===== src/eye_pkg.sv =====
/*
 * Eye tracker shared definitions
 * Pixel, coordinate and sum widths, camera and Wishbone bus structs,
 * the gravity result bundle and the host register map.
 */

package eye_pkg;

    // --------------------
    // Widths with a meaning
    // --------------------
    typedef logic [7:0]  pixel_t;
    typedef logic [9:0]  coord_t;
    typedef logic [19:0] sum_s_t;
    typedef logic [27:0] sum_xy_t;
    typedef logic [31:0] wb_data_t;
    typedef logic [3:0]  wb_addr_t;

    // --------------------
    // Bus bundles
    // --------------------

    // One Camera Link tap, all active high
    typedef struct packed {
        logic   fval;
        logic   lval;
        logic   dval;
        pixel_t data;
    } cam_bus_t;

    typedef struct packed {
        logic     cyc;
        logic     stb;
        logic     we;
        wb_addr_t adr;
        wb_data_t dat_w;
    } wb_req_t;

    typedef struct packed {
        logic     ack;
        wb_data_t dat_r;
    } wb_rsp_t;

    // Frame sums handed from the accumulator to dividers and registers
    typedef struct packed {
        sum_s_t  sum_s;
        sum_xy_t sum_sx;
        sum_xy_t sum_sy;
    } gravity_t;

    // --------------------
    // Register map
    // --------------------
    localparam wb_data_t EYE_ID = 32'h4559_4531;

    localparam wb_addr_t REG_ID     = 4'd0;
    localparam wb_addr_t REG_CTRL   = 4'd1;
    localparam wb_addr_t REG_STATUS = 4'd2;
    localparam wb_addr_t REG_SUM_S  = 4'd3;
    localparam wb_addr_t REG_SUM_SX = 4'd4;
    localparam wb_addr_t REG_SUM_SY = 4'd5;
    localparam wb_addr_t REG_CENTER = 4'd6;

endpackage


===== src/cam_input.sv =====
/*
 * Camera input stage
 * Registers one Camera Link tap, tracks pixel column and row and
 * produces the pixel strobe and a frame-end pulse.
 */

`timescale 1ns/10ps

module cam_input (
    input  logic              clk,
    input  logic              rst,
    input  eye_pkg::cam_bus_t cam,
    output logic              pix_valid,
    output eye_pkg::coord_t   pix_x,
    output eye_pkg::coord_t   pix_y,
    output eye_pkg::pixel_t   pix_data,
    output logic              frame_end
);

    logic              fval_q;
    logic              lval_q;
    eye_pkg::coord_t   col_cnt;
    eye_pkg::coord_t   row_cnt;
    eye_pkg::coord_t   col_base;
    logic              pix_take;
    logic              lval_rise;
    logic              lval_fall;
    logic              fval_rise;
    logic              fval_fall;

    // Edges against the previous sample of the bus
    assign lval_rise = cam.lval & ~lval_q;
    assign lval_fall = ~cam.lval & lval_q;
    assign fval_rise = cam.fval & ~fval_q;
    assign fval_fall = ~cam.fval & fval_q;
    assign pix_take  = cam.fval & cam.lval & cam.dval;

    // Column restarts at each new line
    assign col_base = lval_rise ? '0 : col_cnt;

    always_ff @(posedge clk) begin
        if (rst) begin
            fval_q    <= 1'b0;
            lval_q    <= 1'b0;
            col_cnt   <= '0;
            row_cnt   <= '0;
            pix_valid <= 1'b0;
            frame_end <= 1'b0;
        end else begin
            fval_q    <= cam.fval;
            lval_q    <= cam.lval;
            col_cnt   <= col_base + eye_pkg::coord_t'(pix_take);
            pix_valid <= pix_take;
            frame_end <= fval_fall;
            if (fval_rise) begin
                row_cnt <= '0;
            end else if (lval_fall) begin
                row_cnt <= row_cnt + 1'b1;
            end
        end
    end

    // Pixel payload travels alongside the strobe
    always_ff @(posedge clk) begin
        pix_data <= cam.data;
        pix_x    <= col_base;
        pix_y    <= fval_rise ? '0 : row_cnt;
    end

endmodule


===== src/gravity_accum.sv =====
/*
 * Centre of gravity accumulator
 * Counts pixels at or above the threshold and sums their column and row
 * over a frame. The totals are latched at frame end.
 */

`timescale 1ns/10ps

module gravity_accum (
    input  logic              clk,
    input  logic              rst,
    input  logic              pix_valid,
    input  eye_pkg::coord_t   pix_x,
    input  eye_pkg::coord_t   pix_y,
    input  eye_pkg::pixel_t   pix_data,
    input  logic              frame_end,
    input  eye_pkg::pixel_t   threshold,
    input  logic              enable,
    output eye_pkg::gravity_t gravity,
    output logic              calc_start
);

    eye_pkg::sum_s_t  acc_s;
    eye_pkg::sum_xy_t acc_sx;
    eye_pkg::sum_xy_t acc_sy;
    logic             hit;

    // Target pixel test
    assign hit = pix_valid & (pix_data >= threshold);

    // --------------------
    // Running sums
    // --------------------
    always_ff @(posedge clk) begin
        if (rst) begin
            acc_s      <= '0;
            acc_sx     <= '0;
            acc_sy     <= '0;
            calc_start <= 1'b0;
        end else begin
            calc_start <= frame_end & enable;
            // Disabled frames are dropped, sums restart for the next one
            if (frame_end || !enable) begin
                acc_s  <= '0;
                acc_sx <= '0;
                acc_sy <= '0;
            end else if (hit) begin
                acc_s  <= acc_s + 1'b1;
                acc_sx <= acc_sx + eye_pkg::sum_xy_t'(pix_x);
                acc_sy <= acc_sy + eye_pkg::sum_xy_t'(pix_y);
            end
        end
    end

    // --------------------
    // Frame result
    // --------------------
    always_ff @(posedge clk) begin
        if (frame_end && enable) begin
            gravity.sum_s  <= acc_s;
            gravity.sum_sx <= acc_sx;
            gravity.sum_sy <= acc_sy;
        end
    end

endmodule


===== src/gravity_divider.sv =====
/*
 * Restoring divider
 * One quotient bit per cycle, NUM_WIDTH steps after start. Gives the
 * centre coordinate from a coordinate sum and the pixel count.
 */

`timescale 1ns/10ps

module gravity_divider #(
    parameter int NUM_WIDTH = 28
) (
    input  logic             clk,
    input  logic             rst,
    input  logic             start,
    input  eye_pkg::sum_xy_t dividend,
    input  eye_pkg::sum_s_t  divisor,
    output eye_pkg::coord_t  quotient,
    output logic             done
);

    localparam int DEN_WIDTH = $bits(eye_pkg::sum_s_t);
    localparam int Q_WIDTH   = $bits(eye_pkg::coord_t);
    localparam int CNT_WIDTH = $clog2(NUM_WIDTH + 1);

    logic [NUM_WIDTH-1:0] num_q;
    logic [NUM_WIDTH-1:0] num_next;
    logic [DEN_WIDTH-1:0] den_q;
    logic [DEN_WIDTH-1:0] rem_q;
    logic [DEN_WIDTH:0]   rem_shift;
    logic [DEN_WIDTH:0]   rem_diff;
    logic [CNT_WIDTH-1:0] cnt_q;
    logic                 busy_q;
    logic                 fits;
    logic                 last_step;

    // One restoring step
    always_comb begin
        rem_shift = {rem_q, num_q[NUM_WIDTH-1]};
        rem_diff  = rem_shift - {1'b0, den_q};
        fits      = (rem_shift >= {1'b0, den_q});
        // Dividend bits leave at the top, quotient bits enter at the bottom
        num_next  = (num_q << 1) | NUM_WIDTH'(fits);
    end

    assign last_step = busy_q && (cnt_q == CNT_WIDTH'(1));

    // --------------------
    // Step control
    // --------------------
    always_ff @(posedge clk) begin
        if (rst) begin
            busy_q <= 1'b0;
            cnt_q  <= '0;
            done   <= 1'b0;
        end else begin
            done <= last_step & ~start;
            if (start) begin
                busy_q <= 1'b1;
                cnt_q  <= CNT_WIDTH'(NUM_WIDTH);
            end else if (busy_q) begin
                cnt_q <= cnt_q - 1'b1;
                if (last_step) begin
                    busy_q <= 1'b0;
                end
            end
        end
    end

    // --------------------
    // Datapath
    // --------------------
    always_ff @(posedge clk) begin
        if (start) begin
            num_q <= NUM_WIDTH'(dividend);
            den_q <= divisor;
            rem_q <= '0;
        end else if (busy_q) begin
            num_q <= num_next;
            rem_q <= fits ? rem_diff[DEN_WIDTH-1:0] : rem_shift[DEN_WIDTH-1:0];
            // Zero count means no target, centre reported as zero
            if (last_step) begin
                quotient <= (den_q == '0) ? '0 : num_next[Q_WIDTH-1:0];
            end
        end
    end

endmodule


===== src/eye_regs.sv =====
/*
 * Host register bank
 * Wishbone classic slave with the control, status, frame count
 * and result registers of the eye tracker.
 */

`timescale 1ns/10ps

module eye_regs #(
    parameter eye_pkg::pixel_t THRESHOLD_INIT = 8'h80
) (
    input  logic              clk,
    input  logic              rst,
    input  eye_pkg::wb_req_t  wb_req,
    output eye_pkg::wb_rsp_t  wb_rsp,
    input  eye_pkg::gravity_t gravity,
    input  logic              calc_start,
    input  eye_pkg::coord_t   center_x,
    input  eye_pkg::coord_t   center_y,
    input  logic              div_done,
    output eye_pkg::pixel_t   threshold,
    output logic              enable
);

    logic              ack_q;
    eye_pkg::wb_data_t dat_r_q;
    eye_pkg::wb_data_t rd_data;
    logic              access;
    logic              wr_en;

    logic              result_valid;
    logic              no_target;
    logic [15:0]       frame_cnt;
    eye_pkg::sum_s_t   sum_s_q;
    eye_pkg::sum_xy_t  sum_sx_q;
    eye_pkg::sum_xy_t  sum_sy_q;
    eye_pkg::coord_t   cx_q;
    eye_pkg::coord_t   cy_q;

    // New request seen while no ack is out
    assign access = wb_req.cyc & wb_req.stb & ~ack_q;
    assign wr_en  = access & wb_req.we;

    // --------------------
    // Read mux
    // --------------------
    always_comb begin
        rd_data = '0;
        case (wb_req.adr)
            eye_pkg::REG_ID:     rd_data = eye_pkg::EYE_ID;
            eye_pkg::REG_CTRL:   rd_data = {23'd0, enable, threshold};
            eye_pkg::REG_STATUS: rd_data = {frame_cnt, 14'd0, no_target, result_valid};
            eye_pkg::REG_SUM_S:  rd_data = eye_pkg::wb_data_t'(sum_s_q);
            eye_pkg::REG_SUM_SX: rd_data = eye_pkg::wb_data_t'(sum_sx_q);
            eye_pkg::REG_SUM_SY: rd_data = eye_pkg::wb_data_t'(sum_sy_q);
            eye_pkg::REG_CENTER: rd_data = {6'd0, cy_q, 6'd0, cx_q};
            default:             rd_data = '0;
        endcase
    end

    // --------------------
    // Bus handshake
    // --------------------
    always_ff @(posedge clk) begin
        if (rst) begin
            ack_q <= 1'b0;
        end else begin
            ack_q <= access;
        end
    end

    always_ff @(posedge clk) begin
        if (access) begin
            dat_r_q <= rd_data;
        end
    end

    assign wb_rsp.ack   = ack_q;
    assign wb_rsp.dat_r = dat_r_q;

    // --------------------
    // Control and status
    // --------------------
    always_ff @(posedge clk) begin
        if (rst) begin
            threshold    <= THRESHOLD_INIT;
            enable       <= 1'b0;
            result_valid <= 1'b0;
            no_target    <= 1'b0;
            frame_cnt    <= '0;
        end else begin
            if (wr_en && wb_req.adr == eye_pkg::REG_CTRL) begin
                threshold <= wb_req.dat_w[7:0];
                enable    <= wb_req.dat_w[8];
            end
            if (calc_start) begin
                frame_cnt <= frame_cnt + 1'b1;
            end
            // A finished division wins over a host clear
            if (div_done) begin
                result_valid <= 1'b1;
                no_target    <= (sum_s_q == '0);
            end else if (calc_start) begin
                result_valid <= 1'b0;
            end else if (wr_en && wb_req.adr == eye_pkg::REG_STATUS && wb_req.dat_w[0]) begin
                result_valid <= 1'b0;
            end
        end
    end

    // Results, held until the next frame
    always_ff @(posedge clk) begin
        if (rst) begin
            sum_s_q  <= '0;
            sum_sx_q <= '0;
            sum_sy_q <= '0;
            cx_q     <= '0;
            cy_q     <= '0;
        end else begin
            if (calc_start) begin
                sum_s_q  <= gravity.sum_s;
                sum_sx_q <= gravity.sum_sx;
                sum_sy_q <= gravity.sum_sy;
            end
            if (div_done) begin
                cx_q <= center_x;
                cy_q <= center_y;
            end
        end
    end

endmodule


===== src/eye_tracker_top.sv =====
/*
 * Eye tracker measurement core
 * Camera input, frame accumulator, x and y dividers and the
 * Wishbone register bank on a single clock.
 */

`timescale 1ns/10ps

module eye_tracker_top #(
    parameter eye_pkg::pixel_t THRESHOLD_INIT = 8'h80
) (
    input  logic              clk,
    input  logic              rst,
    input  eye_pkg::cam_bus_t cam,
    input  eye_pkg::wb_req_t  wb_req,
    output eye_pkg::wb_rsp_t  wb_rsp
);

    localparam int NUM_WIDTH = $bits(eye_pkg::sum_xy_t);

    logic              pix_valid;
    eye_pkg::coord_t   pix_x;
    eye_pkg::coord_t   pix_y;
    eye_pkg::pixel_t   pix_data;
    logic              frame_end;
    eye_pkg::pixel_t   threshold;
    logic              enable;
    eye_pkg::gravity_t gravity;
    logic              calc_start;
    eye_pkg::coord_t   center_x;
    eye_pkg::coord_t   center_y;
    logic              done_x;
    logic              done_y;

    // --------------------
    // Pixel path
    // --------------------
    cam_input u_cam_input (
        .clk       (clk),
        .rst       (rst),
        .cam       (cam),
        .pix_valid (pix_valid),
        .pix_x     (pix_x),
        .pix_y     (pix_y),
        .pix_data  (pix_data),
        .frame_end (frame_end)
    );

    gravity_accum u_gravity_accum (
        .clk        (clk),
        .rst        (rst),
        .pix_valid  (pix_valid),
        .pix_x      (pix_x),
        .pix_y      (pix_y),
        .pix_data   (pix_data),
        .frame_end  (frame_end),
        .threshold  (threshold),
        .enable     (enable),
        .gravity    (gravity),
        .calc_start (calc_start)
    );

    // Both dividers start together and finish together
    gravity_divider #(.NUM_WIDTH(NUM_WIDTH)) u_div_x (
        .clk      (clk),
        .rst      (rst),
        .start    (calc_start),
        .dividend (gravity.sum_sx),
        .divisor  (gravity.sum_s),
        .quotient (center_x),
        .done     (done_x)
    );

    gravity_divider #(.NUM_WIDTH(NUM_WIDTH)) u_div_y (
        .clk      (clk),
        .rst      (rst),
        .start    (calc_start),
        .dividend (gravity.sum_sy),
        .divisor  (gravity.sum_s),
        .quotient (center_y),
        .done     (done_y)
    );

    // --------------------
    // Host side
    // --------------------
    eye_regs #(.THRESHOLD_INIT(THRESHOLD_INIT)) u_eye_regs (
        .clk        (clk),
        .rst        (rst),
        .wb_req     (wb_req),
        .wb_rsp     (wb_rsp),
        .gravity    (gravity),
        .calc_start (calc_start),
        .center_x   (center_x),
        .center_y   (center_y),
        .div_done   (done_x & done_y),
        .threshold  (threshold),
        .enable     (enable)
    );

endmodule


===== config.mk =====
export PLATFORM = sky130hd
export DESIGN_NAME = eye_tracker_top
export DESIGN_NICKNAME = d
export VERILOG_FILES = /design/src/eye_pkg.sv /design/src/cam_input.sv /design/src/gravity_accum.sv /design/src/gravity_divider.sv /design/src/eye_regs.sv /design/src/eye_tracker_top.sv
export SDC_FILE = /design/constraint.sdc
export NUM_CORES = 1
export LEC_CHECK = 0
export BUFFER_PORTS_ARGS = -buffer_cell sky130_fd_sc_hd__buf_4
export CAP_MARGIN = 20
export CELL_PAD_IN_SITES_DETAIL_PLACEMENT = 0
export CELL_PAD_IN_SITES_GLOBAL_PLACEMENT = 1
export CORE_UTILIZATION = 40
export CTS_CLUSTER_DIAMETER = 60
export DETAILED_ROUTE_END_ITERATION = 8
export PLACE_DENSITY_LB_ADDON = 0.1
export RECOVER_POWER = 25
export SLEW_MARGIN = 20
export SYNTH_ARGS = -nofsm -noshare
export SYNTH_HDL_FRONTEND = slang
export SYNTH_SLANG_ARGS = --single-unit

===== constraint.sdc =====
create_clock -name clk -period 2.9 [get_ports clk]
set_input_delay 0.435 -clock clk [delete_from_list [all_inputs] [get_ports clk]]
set_output_delay 0.435 -clock clk [all_outputs]
set_load 0.01 [all_outputs]

==> metrics.md, run 1 <==
| Metric | Value |
|---|---|
| Status | `finished with violations` |
| Failing checks | `max-capacitance violations, max-slew violations` |
| CTS tree | `yes` |
| Die X | `239 µm` |
| Netlist cell types | `79` |
| Post-DP HPWL | `41,200 µm` |
| Synth Area in Compound Gates | `12.3%` |
| Slew at the pin with the worst max-slew slack | `1830 ps` |
| Via-to-Cell Ratio | `5.25` |
| Final wirelength | `58,400 µm` |
| Synth-to-Final Area Change | `15.3%` |
| Critical path arrival | `3210 ps` |
| Initial core utilization | `40.6%` |
| Tcrit/Tclk final | `93.2%` |
| Clock Latency Late Sink | `600 ps` |
| Post-Synthesis Cells | `2,234` |
| Proportion of synthesized area in mux cells | `2.24%` |
| Hold depth | `2` |
| Share of cells above drive strength 1 | `9.51%` |
| Area of the multi-input gates | `9420 µm²` |
| Power Density | `632 nW/µm²` |
| Final instance area | `25,900 µm²` |
| WHS | `46.6 ps` |
| Simple-gate share of the synthesized area | `17.9%` |
| Syn avg cell area | `10.1 µm²` |
| Worst reg2reg path startpoint | `u_div_x.den_q[2]` |
| Seq/Total Area, Yosys | `54.6%` |
| Type of the tightest min-delay check | `in -> reg` |
| Vias in the first global route | `15,921` |
| H-tree Lvls | `2` |
| XOR/XNOR share of the synthesized area | `4.75%` |
| Total track usage | `20.6%` |
| Number of I/O port buffers | `61` |
| Crit path time final | `2700 ps` |
| GP Congestion | `0.845` |
| Die H | `239 µm` |
| Leakage Power | `9.60 nW` |
| # DRC | `0` |
| Post-Syn Nets | `2,367` |
| Largest net degree at the start of global routing | `134` |
| Dpl cell area | `23,900 µm²` |
| Ys async rst share | `0%` |
| Clk slew on worst S/H paths | `60 ps` |
| Hold endpoint | `u_eye_regs.threshold[7]` |
| Initial antenna violation count | `0` |
| WL per Instance | `18.8 µm` |
| Pre-antenna DRT Iters | `5` |
| Yosys reg bits | `511` |
| Worst Setup SP | `u_div_x.den_q[2]` |
| Num ports | `85` |
| Clk buf depth | `3` |
| RSZ-0062 raised after global routing | `false` |
| Total core area | `55,300 µm²` |
| Num rows | `86` |
| Final setup vio count | `0` |
| Worst r2r path cells | `10` |
| Post-Synth Adder-Cell Area | `4.64%` |
| Reg2reg end | `u_div_y.rem_q[13]` |
| Fmax | `370 MHz` |
| DR vias | `16,344` |
| Root buffer cell | `clkbuf_16` |
| Maximum vdd drop | `0.502 mV` |
| Total CTS buffers | `58` |
| CP Launch Type | `flop` |
| Antenna-violating nets left | `0` |
| Setup TNS | `0 ps` |
| Max-slew violation count | `163` |
| Clock Sinks | `511` |
| Final Hold Vio Count | `0` |
| Setup CP Type | `reg -> reg` |
| Critical Path Sink Type | `flop` |
| Number of synthesized flops with an enable pin | `204` |
| Nets | `2,453` |
| GRT overflow | `0` |
| Ys Warns | `0` |
| Ys flop type | `dfxtp_1` |
| Main combinational cell family by area after synthesis | `simple AND/OR/NAND/NOR gates` |
| Hold path start | `wb_req[7]` |
| R2R Setup Slk | `200 ps` |
| Data required, critical path | `3410 ps` |
| Relative slew margins | `-21.8%` |
| DIE AREA | `57,100 µm²` |
| Worst-path fanout max | `9` |
| First-pass GRT wire length | `91,000 µm` |
| FF+latch area | `12,300 µm²` |
| # fillers | `5,272` |
| DRT iter0 DRCs | `1,127` |
| Clk_skew | `12.4 ps` |
| Max Cap Violations | `2` |
| Antenna cells | `0` |
| Cell area after synthesis | `22,500 µm²` |
## per-layer routing
layer	vias to the layer above	wire [µm]	global-route usage, %
li1	8087	-	-
met1	7892	28300	29.2
met2	289	26500	32.8
met3	76	2510	2.75
met4	0	1170	5.30
met5	-	0	0
## worst max-delay path by stage
stage                                   end  slack [ps]
floorplan           u_eye_regs.threshold[7]          40
global placement          u_div_y.rem_q[13]         150
detailed placement        u_div_y.rem_q[13]         150
CTS                       u_div_y.rem_q[13]         120
global route              u_div_y.rem_q[13]          30
finish                    u_div_y.rem_q[13]         200
## cells in the mapped netlist (all sizes together) (4+ instances only)
cell	n	area share, %
o31ai	6	0.20
nand2	269	4.5
xor2	55	2.1
and4	7	0.27
or4	4	0.13
o31a	6	0.23
o211ai	10	0.33
dfxtp	307	27
a21oi	144	3.3
o21a	14	0.47
nor3	43	0.98
and2	37	1.0
a21o	13	0.43
a22oi	35	1.2
o21bai	6	0.20
ha	77	4.3
a211oi	18	0.60
nand3b	4	0.13
mux2i	47	2.1
o311ai	8	0.39
a2111oi	4	0.18
nand4b	5	0.19
a211o	7	0.27
or3	16	0.47
edfxtp	204	27
and3	25	0.72
a32oi	7	0.27
nor2	202	3.4
o21ai	102	2.3
clkbuf	82	1.4
nor4	20	0.56
fa	4	0.36
nor2b	22	0.62
a31oi	8	0.22
nand3	66	1.5
nand4	31	0.86
inv	107	1.8
buf	15	0.48
a222oi	10	0.45
nand2b	71	2.0
a311oi	11	0.43
xnor2	67	2.6
or2	4	0.11
## layout by cell type, fill, tap and decap left out, drive strengths merged, types with 43 or more instances in the layout
| cell type | n |
|---|---|
| dfxtp | 307 |
| nand2 | 269 |
| edfxtp | 204 |
| nor2 | 202 |
| a21oi | 144 |
| inv | 111 |
| clkbuf | 104 |
| o21ai | 102 |
| buf | 99 |
| ha | 77 |
| nand2b | 71 |
| xnor2 | 67 |
| nand3 | 66 |
| xor2 | 55 |
| mux2i | 47 |
| nor3 | 43 |
## cell type report
class / count / area share, %
Multi-Input combinational cell: 1519 / 36.3
Timing Repair Buffer: 123 / 3.76
Tap cell: 748 / 3.61
Clock buffer: 89 / 6.64
Sequential cell: 511 / 47.3
Inverter: 107 / 1.55
Clock inverter: 18 / 0.772
## through the flow
stage	util [%]	total power [mW]	setup WS [ps]	cells
final	46.9	16.4	198	3115
after global routing	46.9	17.0	27.1	3115
after CTS	46.9	16.6	121	3115
after detailed placement	43.3	9.21	147	2999
after global placement	43.3	9.20	151	2999
after floorplan	-	8.82	37.5	2234
## repair_timing
item	4_1_cts	5_1_grt
setup buffers	0	0
endpoints found under the setup margin	0	4
gates resized for setup	0	3
hold buffers	9	0
endpoints found under the hold margin	9	0
## report_power, final
part	leakage [nW]	internal [mW]	switching, mW	total [mW]
clock network	0.936	4.35	2.96	7.32
registers	4.55	7.53	0.0832	7.62
logic	4.12	0.625	0.837	1.46
total	9.60	12.5	3.88	16.4
## worst max-delay path, stage by stage (launching register included)
cell and delay (ps):
edfxtp_1 400, inv_1 160, ha_1 310, o21a_1 190, o31a_1 120, o211a_1 270, a211o_1 320, a21o_2 300
buf_4 210, mux2i_1 120, a211oi_1 220
## state kept, by name (all words and copies together) (netlist names), 16 cells and up
signal,flops
u_gravity_accum.gravity,76
u_eye_regs.frame_cnt,16
u_eye_regs.dat_r_q,32
u_gravity_accum.acc_sy,28
u_div_x.num_q,28
u_div_y.rem_q,20
u_div_x.den_q,20
u_div_x.rem_q,20
u_gravity_accum.acc_sx,28
u_eye_regs.sum_sx_q,28
u_eye_regs.sum_sy_q,28
u_gravity_accum.acc_s,20
u_eye_regs.sum_s_q,20
u_div_y.num_q,28
## kinds of logic (layout without fill, tap and decap cells)
family	after synthesis	count (layout)
multiplexers	50	50
adder cells (fa/ha/maj)	81	81
buffers and inverters	204	337
AND/OR/NAND/NOR	837	837
AO/OA/AOI/OAI	429	429
flip-flops	511	511
XOR/XNOR	122	122
(Power assumes the default switching activity.)
==> inputs of run 2 (changes only) <==
--- a/config.mk
+++ b/config.mk
@@ -9,7 +9,7 @@
 export CAP_MARGIN = 20
 export CELL_PAD_IN_SITES_DETAIL_PLACEMENT = 0
 export CELL_PAD_IN_SITES_GLOBAL_PLACEMENT = 1
-export CORE_UTILIZATION = 40
+export CORE_UTILIZATION = 37
 export CTS_CLUSTER_DIAMETER = 60
 export DETAILED_ROUTE_END_ITERATION = 8
 export PLACE_DENSITY_LB_ADDON = 0.1
==> run 2 against run 1 <==
The run still ends with max-capacitance violations, max-slew violations left. Clock-buffer cell count shrank 4. Combinational power about the same. Largest power group is now the clock network. Register-to-register slack got worse by 60 ps. Utilization shrank 2.8 points. Design area rose by 1.0%. Via count down 0.88%. Sequential power is essentially flat. Fmax shrank 2.2%. Highest routed layer is now met5. Clock power increased by 5.7%. Sequential share of layout area shrank 0.47 points. Non-clock buffer count rose by 7. Die area increased by 8.0%. Largest cell class unchanged.
==> metrics.md, run 2 (synthesis results as in run 1) <==
| Metric | Value |
|---|---|
| Routed wl met2 | `26,000 µm` |
| Setup CP Type | `reg -> reg` |
| Total CTS buffers | `60` |
| Vias in the first global route | `15,745` |
| Setup TNS | `0 ps` |
| Largest net degree at the start of global routing | `155` |
| Initial core utilization | `37.8%` |
| Total core area | `59,500 µm²` |
| CP Launch Type | `flop` |
| Final wirelength | `58,100 µm` |
| Post-DP HPWL | `41,000 µm` |
| Die H | `248 µm` |
| First-pass GRT wire length | `91,500 µm` |
| Clock Sinks | `511` |
| Type of the tightest min-delay check | `in -> reg` |
| Top flop regs | `u_gravity_accum.gravity (76), u_eye_regs.dat_r_q (32)` |
| Worst setup margin | `137 ps` |
| Final setup vio count | `0` |
| Commonest non-fill, non-tap cell in the layout | `dfxtp_1` |
| Die X | `248 µm` |
| GP Congestion | `0.845` |
| DIE AREA | `61,700 µm²` |
| DRT iter0 DRCs | `1,127` |
| Final Hold Vio Count | `0` |
| Clk_skew | `28.4 ps` |
| Initial antenna violation count | `2` |
| Critical path arrival | `3300 ps` |
| Largest register by flop count | `u_gravity_accum.gravity` |
| WL per Instance | `18.4 µm` |
| Num rows | `89` |
| Maximum vdd drop | `0.442 mV` |
| Pre-antenna DRT Iters | `5` |
| M1 WL | `28,500 µm` |
| Share of cells above drive strength 1 | `10.0%` |
| Met3 wire len | `2580 µm` |
| Synth-to-Final Area Change | `16.5%` |
| Power Density | `642 nW/µm²` |
| Total track usage | `18.8%` |
| RSZ-0062 raised after global routing | `true` |
| Nets | `2,462` |
| Data required, critical path | `3440 ps` |
| Slowest stage cell, crit path | `edfxtp_1` |
| Clk slew on worst S/H paths | `60 ps` |
| Antenna-violating nets left | `0` |
| GRT overflow | `0` |
| Fmax | `362 MHz` |
| Place WS | `114 ps` |
| H-tree Lvls | `2` |
| Number of I/O port buffers | `61` |
| Critical Path Sink Type | `flop` |
| Leakage Power | `9.72 nW` |
| DR vias | `16,200` |
| Root buffer cell | `clkbuf_16` |
| Max-slew violation count | `199` |
| Clk buf depth | `3` |
| Most frequent cells in the layout | `dfxtp_1, nand2_1, edfxtp_1` |
| CTS tree | `yes` |
| Max FFs per register | `76` |
| Sequence of cells on the critical path | `inv_1 > ha_1 > a21oi_1 > o21ai_0 > or2_2 > a211o_1 > a21o_2 > buf_4 > mux2i_1 > a211oi_1` |
| Top Layer Used | `met5` |
| Num ports | `85` |
| Slew at the pin with the worst max-slew slack | `2040 ps` |
| Crit path largest cell delay | `410 ps` |
| Max Cap Violations | `3` |
| # DRC | `0` |
| Via-to-Cell Ratio | `5.13` |
| Worst-path fanout max | `7` |
| Failing checks | `max-capacitance violations, max-slew violations` |
| Tcrit/Tclk final | `95.3%` |
| Relative slew margins | `-36.1%` |
| Crit path time final | `2760 ps` |
| Clock Latency Late Sink | `630 ps` |
| Status | `finished with violations` |
==> run 2: changes by cell type in the layout (fill, tap and decap cells not counted), sizes merged <==
cell         delta
clkbuf          -5
clkinv          +7
dlygate4sd3     +1
buf             +7
bufinv          +2
clkinvlp        +2
diode           +1
==> run 2: power breakdown <==
group | total, mW | internal [mW] | leakage (nW) | switching [mW]
Sequential | 7.61 | 7.53 | 4.55 | 0.0802
Combinational | 1.46 | 0.623 | 4.17 | 0.840
Clock | 7.74 | 4.68 | 1.01 | 3.06
==> run 2: per-stage QoR <==
step	hold slack (ps)	cell area, µm²	std cells	power [mW]	util [%]
6_report	56.5	26200	3155	16.8	44.0
2_1_floorplan	423	22500	2234	8.82	-
3_5_place_dp	441	24000	3029	9.22	40.4
5_1_grt	39.3	26200	3154	17.5	44.0
4_1_cts	14.3	26200	3153	17.0	44.1
3_3_place_gp	439	24000	3029	9.21	40.4
==> run 2: final timing paths <==
check | start | to | slack (ps) | cells after the start
worst min register to register | u_eye_regs.ack_q | u_eye_regs.ack_q | 450 | 1
worst max-delay path | u_div_x.den_q[12] | u_div_y.rem_q[13] | 140 | 10
worst min-delay path | cam[9] | u_cam_input.lval_q | 60 | 2
worst max register to register | u_div_x.den_q[12] | u_div_y.rem_q[13] | 140 | 10
==> run 2: metal layers <==
layer,GRT usage [%],vias up
met5,0,-
met4,4.45,2
met3,3.15,77
met2,29.8,288
met1,26.7,7720
li1,-,8113
==> run 2: cell type report <==
type | count | area [µm²]
diodes | 1 | 2.50
clock buffers | 85 | 1760
clock inverters | 29 | 314
fillers | 5689 | 33300
inverters | 107 | 402
multi-input cells | 1519 | 9420
flip-flops and latches | 511 | 12300
well taps | 773 | 967
repair buffers | 130 | 1060
==> run 2: repair_timing <==
| item | in CTS | in global routing |
|---|---|---|
| gates resized for setup | 0 | 3 |
| endpoints found under the setup margin | 0 | 8 |
| setup buffers | 0 | 1 |
| endpoints found under the hold margin | 10 | 0 |
| hold buffers | 10 | 0 |
==> run 2: critical path: cells and delay by family, from the launching register on <==
kind / cells / cell delay (ps)
muxes: 1 / 120
AOI/OAI and AO/OA: 5 / 1100
buffers and inverters: 2 / 400
adders and majority gates: 1 / 330
DFF: 1 / 410
and+or+nand+nor: 1 / 310
==> inputs of run 3 (changes only) <==
--- a/config.mk
+++ b/config.mk
@@ -5,6 +5,7 @@
 export SDC_FILE = /design/constraint.sdc
 export NUM_CORES = 1
 export LEC_CHECK = 0
+export ABC_AREA = 1
 export BUFFER_PORTS_ARGS = -buffer_cell sky130_fd_sc_hd__buf_4
 export CAP_MARGIN = 20
 export CELL_PAD_IN_SITES_DETAIL_PLACEMENT = 0
==> run 3 against run 2 <==
Die area rose by 8.8%. Sequential power fell by 1%. The run now ends clean. First-iteration DRC count rose by 43%. Synthesized cell count rose by 36%.
==> metrics.md, run 3 <==
| Metric | Value |
|---|---|
| Max Cap Violations | `0` |
| Most frequent cell after synthesis | `nand2_1` |
| Number of I/O port buffers | `61` |
| Clock Sinks | `511` |
| Number of synthesized flops with an enable pin | `204` |
| Cell taking the most area after synthesis | `dfxtp_1` |
| Share of cells above drive strength 1 | `8.81%` |
| Netlist cell types | `53` |
| Top cell type's share of synthesized area | `25.1%` |
| WL per Instance | `17.6 µm` |
| Critical Path Sink Type | `flop` |
| Vias in the first global route | `19,025` |
| Ys Warns | `0` |
| Max-slew violation count | `0` |
| Clock network power share | `48.9%` |
| Initial antenna violation count | `2` |
| Status | `finished clean` |
| WHS | `56.9 ps` |
| Initial core utilization | `37.7%` |
| DIE AREA | `67,200 µm²` |
| Final wirelength | `71,100 µm` |
| Relative slew margins | `17.7%` |
| Synth-to-Final Area Change | `14.5%` |
| Num ports | `85` |
| Data required, critical path | `3380 ps` |
| Leakage Power | `11.6 nW` |
| Max FFs per register | `76` |
| Root buffer cell | `clkbuf_16` |
| Clk buf depth | `3` |
| CTS tree | `yes` |
| Post-Synth Adder-Cell Area | `4.26%` |
| Ys async rst share | `0%` |
| Cell area after synthesis | `24,500 µm²` |
| Most frequent cells in the layout | `nand2_1, inv_1, dfxtp_1` |
| Antenna cells | `0` |
| Clock Latency Late Sink | `650 ps` |
| Seq/Total Area, Yosys | `50.1%` |
| # fillers | `6,561` |
| Total CTS buffers | `61` |
| Ys flop type | `dfxtp_1` |
| Post-cts sizing count | `0` |
| Commonest non-fill, non-tap cell in the layout | `nand2_1` |
| Die H | `259 µm` |
| Switch Pwr | `3.85 mW` |
| Post-Syn Nets | `3,174` |
| Fmax | `396 MHz` |
| Total track usage | `21.0%` |
| Proportion of synthesized area in mux cells | `0%` |
| Largest net degree at the start of global routing | `89` |
| Final Hold Vio Count | `0` |
| Post-Synthesis Cells | `3,041` |
| Num rows | `93` |
| Worst-path fanout max | `88` |
| Clk slew on worst S/H paths | `60 ps` |
| # DRC | `0` |
| Slew at the pin with the worst max-slew slack | `1230 ps` |
| Total core area | `64,900 µm²` |
| First-pass GRT wire length | `110,000 µm` |
| Setup CP Type | `reg -> reg` |
| Via-to-Cell Ratio | `4.98` |
| Post-DP HPWL | `51,900 µm` |
| Fin util | `43.2%` |
| Area of the multi-input gates | `10,100 µm²` |
| Power Density | `579 nW/µm²` |
| Main combinational cell family by area after synthesis | `simple AND/OR/NAND/NOR gates` |
| Antenna-violating nets left | `0` |
| Maximum vdd drop | `0.452 mV` |
| Top flop regs | `u_gravity_accum.gravity (76), u_eye_regs.dat_r_q (32)` |
| Commonest cells in the netlist | `nand2_1, inv_1, dfxtp_1` |
| Type of the tightest min-delay check | `in -> reg` |
| Clk_skew | `34.1 ps` |
| Pre-antenna DRT Iters | `9` |
| GP Congestion | `0.858` |
| FF+latch area | `12,300 µm²` |
| Setup TNS | `0 ps` |
| Synth Area in Compound Gates | `9.74%` |
| Net Sw Frac | `23.7%` |
| RSZ-0062 raised after global routing | `false` |
| Critical path arrival | `3010 ps` |
| H-tree Lvls | `2` |
| Syn avg cell area | `8.05 µm²` |
| CP Launch Type | `flop` |
| Combinational power share | `4.7%` |
| Crit path time final | `2530 ps` |
| Yosys reg bits | `511` |
| Largest register by flop count | `u_gravity_accum.gravity` |
| Synth area leaders | `dfxtp_1, edfxtp_1, nand2_1` |
| DRT iter0 DRCs | `1,613` |
| Simple-gate share of the synthesized area | `25.5%` |
| Nets | `3,257` |
| Die X | `259 µm` |
| Reg power frac | `46.4%` |
| DR vias | `20,070` |
| GRT overflow | `0` |
| Final setup vio count | `0` |
| P_int | `12.4 mW` |
| Tcrit/Tclk final | `87.1%` |
| XOR/XNOR share of the synthesized area | `1.57%` |
[run 3: cell count changes after synthesis, sizes merged, moves of 43 or more]
cell    previous run  this run
nand2            269       812
xor2              55        12
nand3             66       204
inv              107       428
mux2i             47         0
o22ai              0        47
nor2             202       297
nand2b            71         0
o21ai            102       162
[run 3: routing by layer]
layer	track usage [%]	wire length, µm
met1	31.9	36500
met2	30.6	29200
met3	3.32	3870
met4	5.23	1430
met5	0	0
[run 3: path summary, 6_finish.rpt]
kind	slack [ps]	from	endpoint	depth (start not counted)
setup / recovery	370	u_gravity_accum.calc_start	u_eye_regs.sum_s_q[16]	4
hold reg to reg	430	u_cam_input.col_cnt[3]	u_cam_input.col_cnt[3]	1
hold / removal	60	cam[9]	u_cam_input.lval_q	3
setup reg to reg	370	u_gravity_accum.calc_start	u_eye_regs.sum_s_q[16]	4
[run 3: per-stage QoR]
stage	cell area (µm²)	setup slack, ps	power (mW)	instances
after floorplan	24500	109	8.19	3041
after global placement	25900	477	8.43	3907
after detailed placement	25900	491	8.43	3907
after CTS	28100	462	16.4	4032
after global routing	28000	164	16.8	4032
final	28000	373	16.2	4032
[run 3: what timing repair did]
action                    4_1_cts  5_1_grt
hold buffers                    9        0
hold endpoints to repair        9        0
setup buffers                   0        0
[run 3: power by group through the flow]
| stage | sequential (mW) | clock, mW | combinational (mW) |
|---|---|---|---|
| floorplan | 7.68 | 0 | 0.512 |
| global placement | 7.68 | 0 | 0.750 |
| detailed placement | 7.68 | 0 | 0.751 |
| CTS | 7.53 | 8.15 | 0.765 |
| global route | 7.53 | 8.44 | 0.847 |
| finish | 7.53 | 7.94 | 0.758 |
[run 3: worst max-delay path, cell delays in order (launching register included)]
cell,delay [ps]
dfxtp_1,980
inv_2,60
clkbuf_4,570
o21ai_0,540
a21oi_1,70
[run 3: layout make-up]
class	instances	area share, %
clock inverters	41	1.80
clock buffers	75	5.71
flip-flops and latches	511	43.8
well taps	855	3.82
repair buffers	117	3.21
inverters	431	5.77
multi-input cells	2002	35.9
[run 3: logic make-up after synthesis]
logic type / after synthesis
adders and majority gates: 81
and+or+nand+nor: 1442
buffers and inverters: 528
AOI/OAI and AO/OA: 435
DFF: 511
xor gates and xnor gates: 44
